File: src/logic/board_pkg.sv
`default_nettype none

package board_pkg;

   // nominal board clock, 100 MHz
   localparam int unsigned CLK_PERIOD_NS = 10;

   // cycles from reset release to the start of the internal pulse
   localparam int unsigned RST_START = 5;

   // length of the internal reset pulse in cycles
   localparam int unsigned RST_DURATION = 10;

endpackage : board_pkg

`default_nettype wire

File: src/logic/uart_pkg.sv
`default_nettype none

package uart_pkg;

   // clock cycles per serial bit
   localparam int unsigned BAUD_DIV = 16;

   // bits per character
   localparam int unsigned DATA_W = 8;

   // echo buffer geometry, depth must be a power of two
   localparam int unsigned FIFO_DEPTH = 8;
   localparam int unsigned FIFO_AW = 3;

   // receiver FSM
   typedef enum logic [1:0] {
      RX_IDLE,
      RX_START,
      RX_DATA,
      RX_STOP
   } rx_state_t;

   // transmitter FSM
   typedef enum logic [1:0] {
      TX_IDLE,
      TX_START,
      TX_DATA,
      TX_STOP
   } tx_state_t;

endpackage : uart_pkg

`default_nettype wire

File: src/logic/byte_fifo.sv
`timescale 1ns/1ps
`default_nettype none

module byte_fifo
   import uart_pkg::*;
(
   input  logic              clk_i,
   input  logic              rst_i,
   input  logic              wr_i,
   input  logic [DATA_W-1:0] wdata_i,
   input  logic              rd_i,
   output logic [DATA_W-1:0] rdata_o,
   output logic              full_o,
   output logic              empty_o
);

   logic [DATA_W-1:0] mem [FIFO_DEPTH];
   logic [FIFO_AW-1:0] wptr;
   logic [FIFO_AW-1:0] rptr;
   logic [FIFO_AW:0] count;
   logic do_wr;
   logic do_rd;

   assign full_o  = count == FIFO_DEPTH;
   assign empty_o = count == 0;

   // writes while full are dropped here
   assign do_wr = wr_i && !full_o;
   assign do_rd = rd_i && !empty_o;

   always_ff @(posedge clk_i) begin
      if (do_wr) begin
         mem[wptr] <= wdata_i;
      end
   end

   // pointers wrap on their own, depth is a power of two
   always_ff @(posedge clk_i) begin
      if (rst_i) begin
         wptr  <= '0;
         rptr  <= '0;
         count <= '0;
      end else begin
         if (do_wr) begin
            wptr <= wptr + 1'b1;
         end
         if (do_rd) begin
            rptr <= rptr + 1'b1;
         end
         case ({do_wr, do_rd})
            2'b10:   count <= count + 1'b1;
            2'b01:   count <= count - 1'b1;
            default: count <= count;
         endcase
      end
   end

   // head entry, no read latency
   assign rdata_o = mem[rptr];

endmodule : byte_fifo

`default_nettype wire

File: src/logic/fpga_wrapper.sv
`timescale 1ns/1ps
`default_nettype none

module fpga_wrapper
   import uart_pkg::*;
(
   input  logic clk_i,
   input  logic rst_i,
   input  logic rxd_i,
   input  logic cts_i,
   output logic txd_o,
   output logic overrun_o,
   output logic frame_err_o
);

   logic core_rst;
   logic [DATA_W-1:0] rx_data;
   logic rx_valid;
   logic rx_frame_err;
   logic [DATA_W-1:0] fifo_rdata;
   logic fifo_full;
   logic fifo_empty;
   logic tx_take;

   // stretched internal reset
   reset_pulse_gen u_reset (
      .clk_i (clk_i),
      .rst_i (rst_i),
      .rst_o (core_rst)
   );

   uart_rx u_rx (
      .clk_i       (clk_i),
      .rst_i       (core_rst),
      .rxd_i       (rxd_i),
      .data_o      (rx_data),
      .valid_o     (rx_valid),
      .frame_err_o (rx_frame_err)
   );

   // echo buffer, full check on write is inside the FIFO
   byte_fifo u_fifo (
      .clk_i   (clk_i),
      .rst_i   (core_rst),
      .wr_i    (rx_valid),
      .wdata_i (rx_data),
      .rd_i    (tx_take),
      .rdata_o (fifo_rdata),
      .full_o  (fifo_full),
      .empty_o (fifo_empty)
   );

   uart_tx u_tx (
      .clk_i   (clk_i),
      .rst_i   (core_rst),
      .data_i  (fifo_rdata),
      .avail_i (!fifo_empty),
      .cts_i   (cts_i),
      .take_o  (tx_take),
      .txd_o   (txd_o)
   );

   // sticky status until the next reset
   always_ff @(posedge clk_i) begin
      if (core_rst) begin
         overrun_o   <= 1'b0;
         frame_err_o <= 1'b0;
      end else begin
         if (rx_valid && fifo_full) begin
            overrun_o <= 1'b1;
         end
         if (rx_frame_err) begin
            frame_err_o <= 1'b1;
         end
      end
   end

endmodule : fpga_wrapper

`default_nettype wire

File: src/logic/reset_pulse_gen.sv
`timescale 1ns/1ps
`default_nettype none

module reset_pulse_gen
   import board_pkg::*;
(
   input  logic clk_i,
   input  logic rst_i,
   output logic rst_o
);

   logic rst_meta;
   logic rst_sync;
   logic [$clog2(RST_START + RST_DURATION + 1)-1:0] cnt;
   logic in_delay;
   logic in_pulse;

   // two-flop synchronizer on the board reset
   always_ff @(posedge clk_i) begin
      rst_meta <= rst_i;
      rst_sync <= rst_meta;
   end

   // start delay, then the pulse proper
   assign in_delay = cnt < RST_START;
   assign in_pulse = (cnt >= RST_START) && (cnt < RST_START + RST_DURATION);

   // counter saturates once the pulse has ended
   always_ff @(posedge clk_i) begin
      if (rst_sync) begin
         cnt <= '0;
      end else if (in_delay || in_pulse) begin
         cnt <= cnt + 1'b1;
      end
   end

   // internal reset covers the board reset, the delay and the pulse
   always_ff @(posedge clk_i) begin
      if (rst_sync) begin
         rst_o <= 1'b1;
      end else begin
         rst_o <= in_delay | in_pulse;
      end
   end

endmodule : reset_pulse_gen

`default_nettype wire

File: src/logic/uart_rx.sv
`timescale 1ns/1ps
`default_nettype none

module uart_rx
   import uart_pkg::*;
(
   input  logic              clk_i,
   input  logic              rst_i,
   input  logic              rxd_i,
   output logic [DATA_W-1:0] data_o,
   output logic              valid_o,
   output logic              frame_err_o
);

   rx_state_t state;
   logic rxd_meta;
   logic rxd_sync;
   logic rxd_prev;
   logic [$clog2(BAUD_DIV)-1:0] cnt;
   logic [$clog2(DATA_W)-1:0] bit_idx;
   logic [DATA_W-1:0] shift;

   // line idles high, so the synchronizer resets to one
   always_ff @(posedge clk_i) begin
      if (rst_i) begin
         rxd_meta <= 1'b1;
         rxd_sync <= 1'b1;
         rxd_prev <= 1'b1;
      end else begin
         rxd_meta <= rxd_i;
         rxd_sync <= rxd_meta;
         rxd_prev <= rxd_sync;
      end
   end

   always_ff @(posedge clk_i) begin
      if (rst_i) begin
         state       <= RX_IDLE;
         cnt         <= '0;
         bit_idx     <= '0;
         valid_o     <= 1'b0;
         frame_err_o <= 1'b0;
      end else begin
         valid_o     <= 1'b0;
         frame_err_o <= 1'b0;
         case (state)
            RX_IDLE: begin
               // falling edge only, a line stuck low after a bad stop bit
               // does not start another frame
               cnt <= '0;
               if (rxd_prev && !rxd_sync) begin
                  state <= RX_START;
               end
            end
            RX_START: begin
               if (cnt == BAUD_DIV / 2 - 1) begin
                  cnt     <= '0;
                  bit_idx <= '0;
                  // glitch if the line is already back high
                  state   <= rxd_sync ? RX_IDLE : RX_DATA;
               end else begin
                  cnt <= cnt + 1'b1;
               end
            end
            RX_DATA: begin
               if (cnt == BAUD_DIV - 1) begin
                  cnt <= '0;
                  if (bit_idx == DATA_W - 1) begin
                     state <= RX_STOP;
                  end else begin
                     bit_idx <= bit_idx + 1'b1;
                  end
               end else begin
                  cnt <= cnt + 1'b1;
               end
            end
            RX_STOP: begin
               if (cnt == BAUD_DIV - 1) begin
                  cnt         <= '0;
                  state       <= RX_IDLE;
                  valid_o     <= rxd_sync;
                  frame_err_o <= !rxd_sync;
               end else begin
                  cnt <= cnt + 1'b1;
               end
            end
            default: state <= RX_IDLE;
         endcase
      end
   end

   // lsb first, sampled at bit centers
   always_ff @(posedge clk_i) begin
      if (state == RX_DATA && cnt == BAUD_DIV - 1) begin
         shift <= {rxd_sync, shift[DATA_W-1:1]};
      end
   end

   assign data_o = shift;

endmodule : uart_rx

`default_nettype wire

File: src/logic/uart_tx.sv
`timescale 1ns/1ps
`default_nettype none

module uart_tx
   import uart_pkg::*;
(
   input  logic              clk_i,
   input  logic              rst_i,
   input  logic [DATA_W-1:0] data_i,
   input  logic              avail_i,
   input  logic              cts_i,
   output logic              take_o,
   output logic              txd_o
);

   tx_state_t state;
   logic [$clog2(BAUD_DIV)-1:0] cnt;
   logic [$clog2(DATA_W)-1:0] bit_idx;
   logic [DATA_W-1:0] shift;
   logic bit_end;

   // new frame only from idle with clear-to-send
   assign take_o  = (state == TX_IDLE) && avail_i && cts_i;
   assign bit_end = cnt == BAUD_DIV - 1;

   always_ff @(posedge clk_i) begin
      if (rst_i) begin
         state   <= TX_IDLE;
         cnt     <= '0;
         bit_idx <= '0;
         txd_o   <= 1'b1;
      end else begin
         cnt <= bit_end ? '0 : cnt + 1'b1;
         case (state)
            TX_IDLE: begin
               cnt   <= '0;
               txd_o <= 1'b1;
               if (take_o) begin
                  state <= TX_START;
                  txd_o <= 1'b0;
               end
            end
            TX_START: begin
               if (bit_end) begin
                  state   <= TX_DATA;
                  bit_idx <= '0;
                  txd_o   <= shift[0];
               end
            end
            TX_DATA: begin
               if (bit_end) begin
                  if (bit_idx == DATA_W - 1) begin
                     state <= TX_STOP;
                     txd_o <= 1'b1;
                  end else begin
                     bit_idx <= bit_idx + 1'b1;
                     txd_o   <= shift[1];
                  end
               end
            end
            TX_STOP: begin
               if (bit_end) begin
                  state <= TX_IDLE;
               end
            end
            default: state <= TX_IDLE;
         endcase
      end
   end

   // head byte loaded on take, shifted right after each data bit
   always_ff @(posedge clk_i) begin
      if (take_o) begin
         shift <= data_i;
      end else if (state == TX_DATA && bit_end) begin
         shift <= shift >> 1;
      end
   end

endmodule : uart_tx

`default_nettype wire

File: config.mk
export PLATFORM = sky130hd
export DESIGN_NAME = fpga_wrapper
export DESIGN_NICKNAME = d
export VERILOG_FILES = /design/src/logic/board_pkg.sv /design/src/logic/uart_pkg.sv /design/src/logic/byte_fifo.sv /design/src/logic/fpga_wrapper.sv /design/src/logic/reset_pulse_gen.sv /design/src/logic/uart_rx.sv /design/src/logic/uart_tx.sv
export SDC_FILE = /design/constraint.sdc
export NUM_CORES = 1
export LEC_CHECK = 0
export ABC_AREA = 0
export CORE_AREA = 4 4 94 96
export CTS_BUF_LIST = sky130_fd_sc_hd__clkbuf_4
export CTS_CLUSTER_DIAMETER = 40
export DETAILED_ROUTE_END_ITERATION = 8
export DIE_AREA = 0 0 98 100
export DONT_BUFFER_PORTS = 1
export PLACE_DENSITY = 0.91
export SYNTH_ARGS = -nofsm -noshare
export SYNTH_HDL_FRONTEND = slang
export SYNTH_SLANG_ARGS = --single-unit
export TNS_END_PERCENT = 50
File: constraint.sdc
create_clock -name clk_i -period 2.6 [get_ports clk_i]
set_input_delay 0.13 -clock clk_i [delete_from_list [all_inputs] [get_ports clk_i]]
set_output_delay 0.13 -clock clk_i [all_outputs]
set_load 0.01 [all_outputs]
# After elaboration in Yosys (flattened, before gate mapping)
# Memories as Yosys holds them, arrays and structs flattened. A register that Yosys moved wholly into a read port is not among the register bits.
# Index checks and enable logic that the tools add are counted.
[word_totals]
latchBits = 0
register_bits = 59
ramBits = 64
n_memories = 1
elab_cells = 130
romBits = 0
[memory_table]
columns = ["memory", "depth", "word_bits", "rd", "rd_clocked_by_memory_dff", "wr", "line", "source"]
rows = [
  ["u_fifo.mem", 8, 8, 1, 1, 1, "byte_fifo.sv:17", "logic [DATA_W-1:0] mem [FIFO_DEPTH];"],
]
[classes]
addsub = 9
n_mux = 36
order_cmp = 3
bitwise_logic = 3
n_reduce_logical = 29
n_shift = 0
eq_ne = 26
div_mod_pow = 0
multipliers = 0
[op_table]
columns = ["cell", "count"]
rows = [
  ["3-bit 2-to-1 mux", 8],
  ["2-bit 2-to-1 mux", 11],
  ["2-bit by 1-bit inequality test with 1-bit output (second input constant)", 9],
  ["4-bit by 1-bit adder with 4-bit output (second input constant)", 4],
  ["8-bit 2-to-1 mux", 2],
  ["2-bit case mux with 4 select lines", 2],
  ["3-bit by 1-bit adder with 3-bit output (second input constant)", 4],
  ["4-bit equality test (second input constant)", 3],
  ["3-bit case mux with 2 select lines", 2],
  ["4-bit case mux with 3 select lines", 1],
  ["2-bit equality test (second input constant)", 5],
  ["5-bit AND reduction", 2],
  ["1-bit logical AND", 9],
  ["4-bit 2-to-1 mux", 2],
  ["4-bit case mux with 2 select lines", 1],
  ["4-bit AND reduction", 2],
  ["2-bit nonzero test", 4],
  ["2-bit by 1-bit equality test with 1-bit output (second input constant)", 3],
  ["3-bit equality test (second input constant)", 2],
  ["1-bit 2-to-1 mux", 6],
  ["2-bit inequality test (second input constant)", 3],
  ["3-bit OR reduction", 2],
  ["4-bit by 3-bit equality test with 1-bit output (second input constant)", 1],
  ["4-bit by 3-bit >= comparator with 1-bit output (second input constant)", 1],
  ["other kinds (13)", 17],
]

# Logic depth before layout (Yosys ltp)
[logic_depth]
word_depth = 7
depth_mapped = 11
mapped_depth_nobuf = 11

# Hierarchy
# Synthesis repeated with hierarchy kept, for this count alone.
[hier_totals]
hier_cells = 347
area_unflattened_um2 = 5260.0
[by_module_without_submodules]
columns = ["module", "n_inst", "area_each_um2", "cells_per_inst"]
rows = [
  ["byte_fifo", 1, 3151.8, 167],
  ["uart_rx", 1, 887.1, 72],
  ["uart_tx", 1, 884.6, 76],
  ["reset_pulse_gen", 1, 276.5, 25],
  ["fpga_wrapper", 1, 60.1, 7],
]

# Worst setup path after synthesis
# OpenSTA, ideal clock, no wires.
[synth_path]
path_kind = "register to register"
startpoint = "register u_fifo.count[1]"
endpoint = "register u_fifo.count[2]"
stages_incl_launch_ff = 11
setup_time_ns = 0.071
n_path_buf = 1
t_required_ns = 2.529
synth_period_minus_slack_ns = 2.378
setup_slack_ns = 0.222
t_arrival_ns = 2.307
cell_sequence = "dfxtp_1 -> buf_2 -> or4b_1 -> nand2_1 -> ha_1 -> xor2_1 -> ha_1 -> a21oi_1 -> xor2_1 -> or3_1 -> a21oi_1"
[synth_via]
elab_chain_cells = 7
elab_cells_between_ends = 14
[synth_rtl]
columns = ["item", "line", "source"]
rows = [
  ["start: declaration", "byte_fifo.sv:20", "logic [FIFO_AW:0] count;"],
  ["start signal: assignment", "byte_fifo.sv:51", "2'b10: count <= count + 1'b1;"],
  ["start signal: assignment", "byte_fifo.sv:52", "2'b01: count <= count - 1'b1;"],
  ["start signal: assignment", "byte_fifo.sv:53", "default: count <= count;"],
  ["4-bit logical NOT", "byte_fifo.sv:25", "assign empty_o = count == 0;"],
  ["1-bit logical NOT", "byte_fifo.sv:29, fpga_wrapper.sv:57", ""],
  ["1-bit logical AND (2 in series)", "uart_tx.sv:23", "assign take_o = (state == TX_IDLE) && avail_i && cts_i;"],
  ["1-bit logical AND", "byte_fifo.sv:29", "assign do_rd = rd_i && !empty_o;"],
  ["2-bit by 1-bit equality test with 1-bit output / 2-bit equality test (equally long branches)", "byte_fifo.sv:50", "case ({do_wr, do_rd})"],
  ["4-bit case mux with 2 select lines / 2-bit nonzero test (equally long branches)", "-", ""],
]
# Parallel ways exist; a longest one is shown, timed or not.
# A chain may end at the register's enable or synchronous reset.

# Worst setup path in the final report
# Ends and elaborated chain as after synthesis.

==> results.json <==
{
  "status": "complete, but fails checks",
  "violations": "setup timing",
  "mostFrequentLayoutCells": "80 x edfxtp_1, 46 x dfxtp_1, 45 x nor2_1, 36 x mux2i_1, 26 x nand2_1",
  "reg2reg_setup_slack_ns": -0.007,
  "yosys.area.top_type": "edfxtp_1",
  "worst_pin_slew_ns": 1.16,
  "cp-start-kind": "flip-flop",
  "cts.sinks": 126,
  "io_buffers": 0,
  "r2r-start": "u_fifo.count[1]",
  "postCtsSetupBuffers": 0,
  "critPathMaxFanout": 9,
  "hold_slack_ns": 0.0513,
  "grtUsageTotal_pct": 19.5,
  "core_area_sq_um": 8050,
  "synth_cell_type_count": 42,
  "grt_pass1_wl_um": 14700,
  "avgSynthCellArea_sq_um": 13.0,
  "overflow": 0,
  "dp_slack_ns": 0.104,
  "min_path_cells": 4,
  "synthArstFlopShare_pct": 0,
  "die_y_um": 100,
  "cts_buffers": 17,
  "finalCritPeriodShare_pct": 100,
  "power_per_cell_area_nw_per_um2": 607,
  "irDropWorstVdd_v": 0.000398,
  "fin_crit_ns": 2.61,
  "synth_ff_type": "edfxtp_1",
  "mostFrequentLayoutCell": "edfxtp_1",
  "cap_violations": 0,
  "clkSlewWorstSetupHoldPaths_ns": 0.12,
  "fin_tns_setup_ns": -0.00654,
  "place_hpwl_um": 5670,
  "avgViaCountPerCell": 5.75,
  "grt_pass1_vias": 3089,
  "rr_worst_depth": 9,
  "clk_path_buf_depth": 2,
  "grt_max_degree": 21,
  "syn_inst": 389,
  "yosysTopAreaCellShare_pct": 47.5,
  "totalWireLength_um": 8900,
  "num_vias": 3046,
  "leakagePower_nw": 1.92,
  "final-max-slew-violation-count": 0,
  "ant_nets": 0,
  "start_util_pct": 62.8,
  "cp.arrival_ns": 3.02,
  "die-area_sq_um": 9800,
  "hp-start": "cts_i",
  "fp.dieW_um": 98,
  "clock_latency_ns": 0.50,
  "setup_viol": 1,
  "layout-drive-gt1-share_pct": 13.4,
  "synth-seq-area-share_pct": 65.7,
  "synth-seq-cells": 126,
  "drt-initial-drc-count": 296,
  "final-hold-violation-count": 0,
  "worstHoldPathType": "in -> reg",
  "synthesis.area_sq_um": 5050,
  "crit_required_ns": 3.02,
  "wl_per_cell_um": 16.8,
  "drtPass1Iterations": 5,
  "synth_edf_count": 80,
  "syn_nets": 410,
  "r2r_end": "u_fifo.count[2]",
  "drc": 0,
  "clock_skew_ns": 0.0252,
  "setup_ws_ns": -0.00654,
  "path_class": "reg -> reg",
  "crit_path_end_kind": "flip-flop",
  "power_mw": 3.36,
  "n_antenna_cell": 0,
  "pin_count": 7,
  "cts_root_buf": "clkbuf_4",
  "area_growth_pct": 9.33,
  "antenna_found_initial": 0,
  "yosys_warnings": 0,
  "gp_congestion": 0.763,
  "fin_nets": 433,
  "cts_tree": "done",
  "fmax_mhz": 384,
  "htreeDepth": 4,
  "worst_slew_margin_rel_pct": 22.2,
  "fin_util_pct": 68.6,
  "rows": 33,
  "synthTopCellsByArea": "edfxtp_1 48%, dfxtp_1 18%, mux2i_1 7.1%"
}
## state kept, by name, summed over array words and instances (netlist names), 2 cells and up, named ones only
register and count:
u_rx.data_o 8, u_fifo.count 4, u_fifo.rptr 3, u_tx.cnt 4
u_tx.bit_idx 3, u_reset.cnt 4, u_fifo.mem 64, u_tx.shift 8
u_rx.cnt 4, u_fifo.wptr 3, u_rx.bit_idx 3, u_tx.state 2
## area by class of cell
cell class                      count  area [sq um]
Timing Repair Buffer               16           128
Fill cell                         503          2520
Tap cell                          105           131
Inverter                           13          48.8
Sequential cell                   126          3320
Multi-Input combinational cell    238          1640
Clock inverter                     11           100
Clock buffer                       21           158
## power by group
part / switching, mW / internal, mW / total [mW]
Clock: 0.633 / 0.594 / 1.23
Combinational: 0.00836 / 0.00862 / 0.0170
Sequential: 0.00717 / 2.10 / 2.11
Total: 0.648 / 2.71 / 3.36
## cell families (layout without fill, tap and decap cells)
logic type / after synthesis / after routing / synth area share (%)
AND/OR/NAND/NOR: 125 / 125 / 11.5
multiplexers: 39 / 39 / 8.24
AO/OA/AOI/OAI: 45 / 45 / 6.21
flip-flops: 126 / 126 / 65.7
adder cells (fa/ha/maj): 17 / 17 / 4.21
buffers and inverters: 25 / 61 / 2.03
XOR/XNOR: 12 / 12 / 2.08
## synth_stat cells (2+ instances only)
master    count
nand2_1      27
o21ai_0       6
inv_1        12
a22oi_1      16
or2_2         6
a21oi_1       8
or3_1         2
nand3_1      19
ha_1         17
xnor2_1       6
dfxtp_1      46
nor2_1       45
and2_1        2
xor2_1        6
clkbuf_1      6
and3_1        4
nor2b_1       4
o21bai_1      2
nor3_1        7
nor3b_1       3
edfxtp_1     80
mux2i_1      36
nand2b_1      4
mux4_2        2
buf_2         4
a211oi_1      3
## through the flow
stage / cell area (sq um) / std cells
CTS: 5520 / 530
finish: 5530 / 530
global placement: 5230 / 495
detailed placement: 5230 / 495
global route: 5530 / 530
floorplan: 5050 / 389
## timing repair
item,in CTS,in global routing
hold endpoints to repair,3,0
gates resized for setup,0,3
setup endpoints to repair,0,1
hold buffers,3,0
## worst max path at each step
| stage | from | end | slack [ns] | cells after the start |
|---|---|---|---|---|
| final | u_fifo.count[1] | u_fifo.count[2] | -0.007 | 9 |
| after global routing | u_fifo.count[1] | u_fifo.count[2] | -0.10 | 9 |
| after CTS | u_fifo.count[1] | u_fifo.count[2] | 0.07 | 9 |
| after detailed placement | u_fifo.count[1] | u_fifo.count[2] | 0.10 | 9 |
| after global placement | u_fifo.count[1] | u_fifo.count[2] | 0.22 | 9 |
| after floorplan | u_fifo.count[1] | u_fifo.count[2] | 0.22 | 10 |
## metal layers
metal | track usage [%] | part of all wire (%)
met2 | 34.8 | 51
met3 | 5.21 | 5.3
met5 | 0 | 0
met4 | 6.18 | 1.8
met1 | 23.1 | 42
## critical path, cell delays in order (launching register included)
cell	delay (ns)
dfxtp_1	0.41
or4b_4	0.57
nand2_2	0.14
ha_2	0.25
xor2_1	0.24
ha_1	0.21
a21oi_1	0.05
xor2_1	0.16
or3_1	0.32
a21oi_1	0.18
Power figures use the tool's default switching activity.
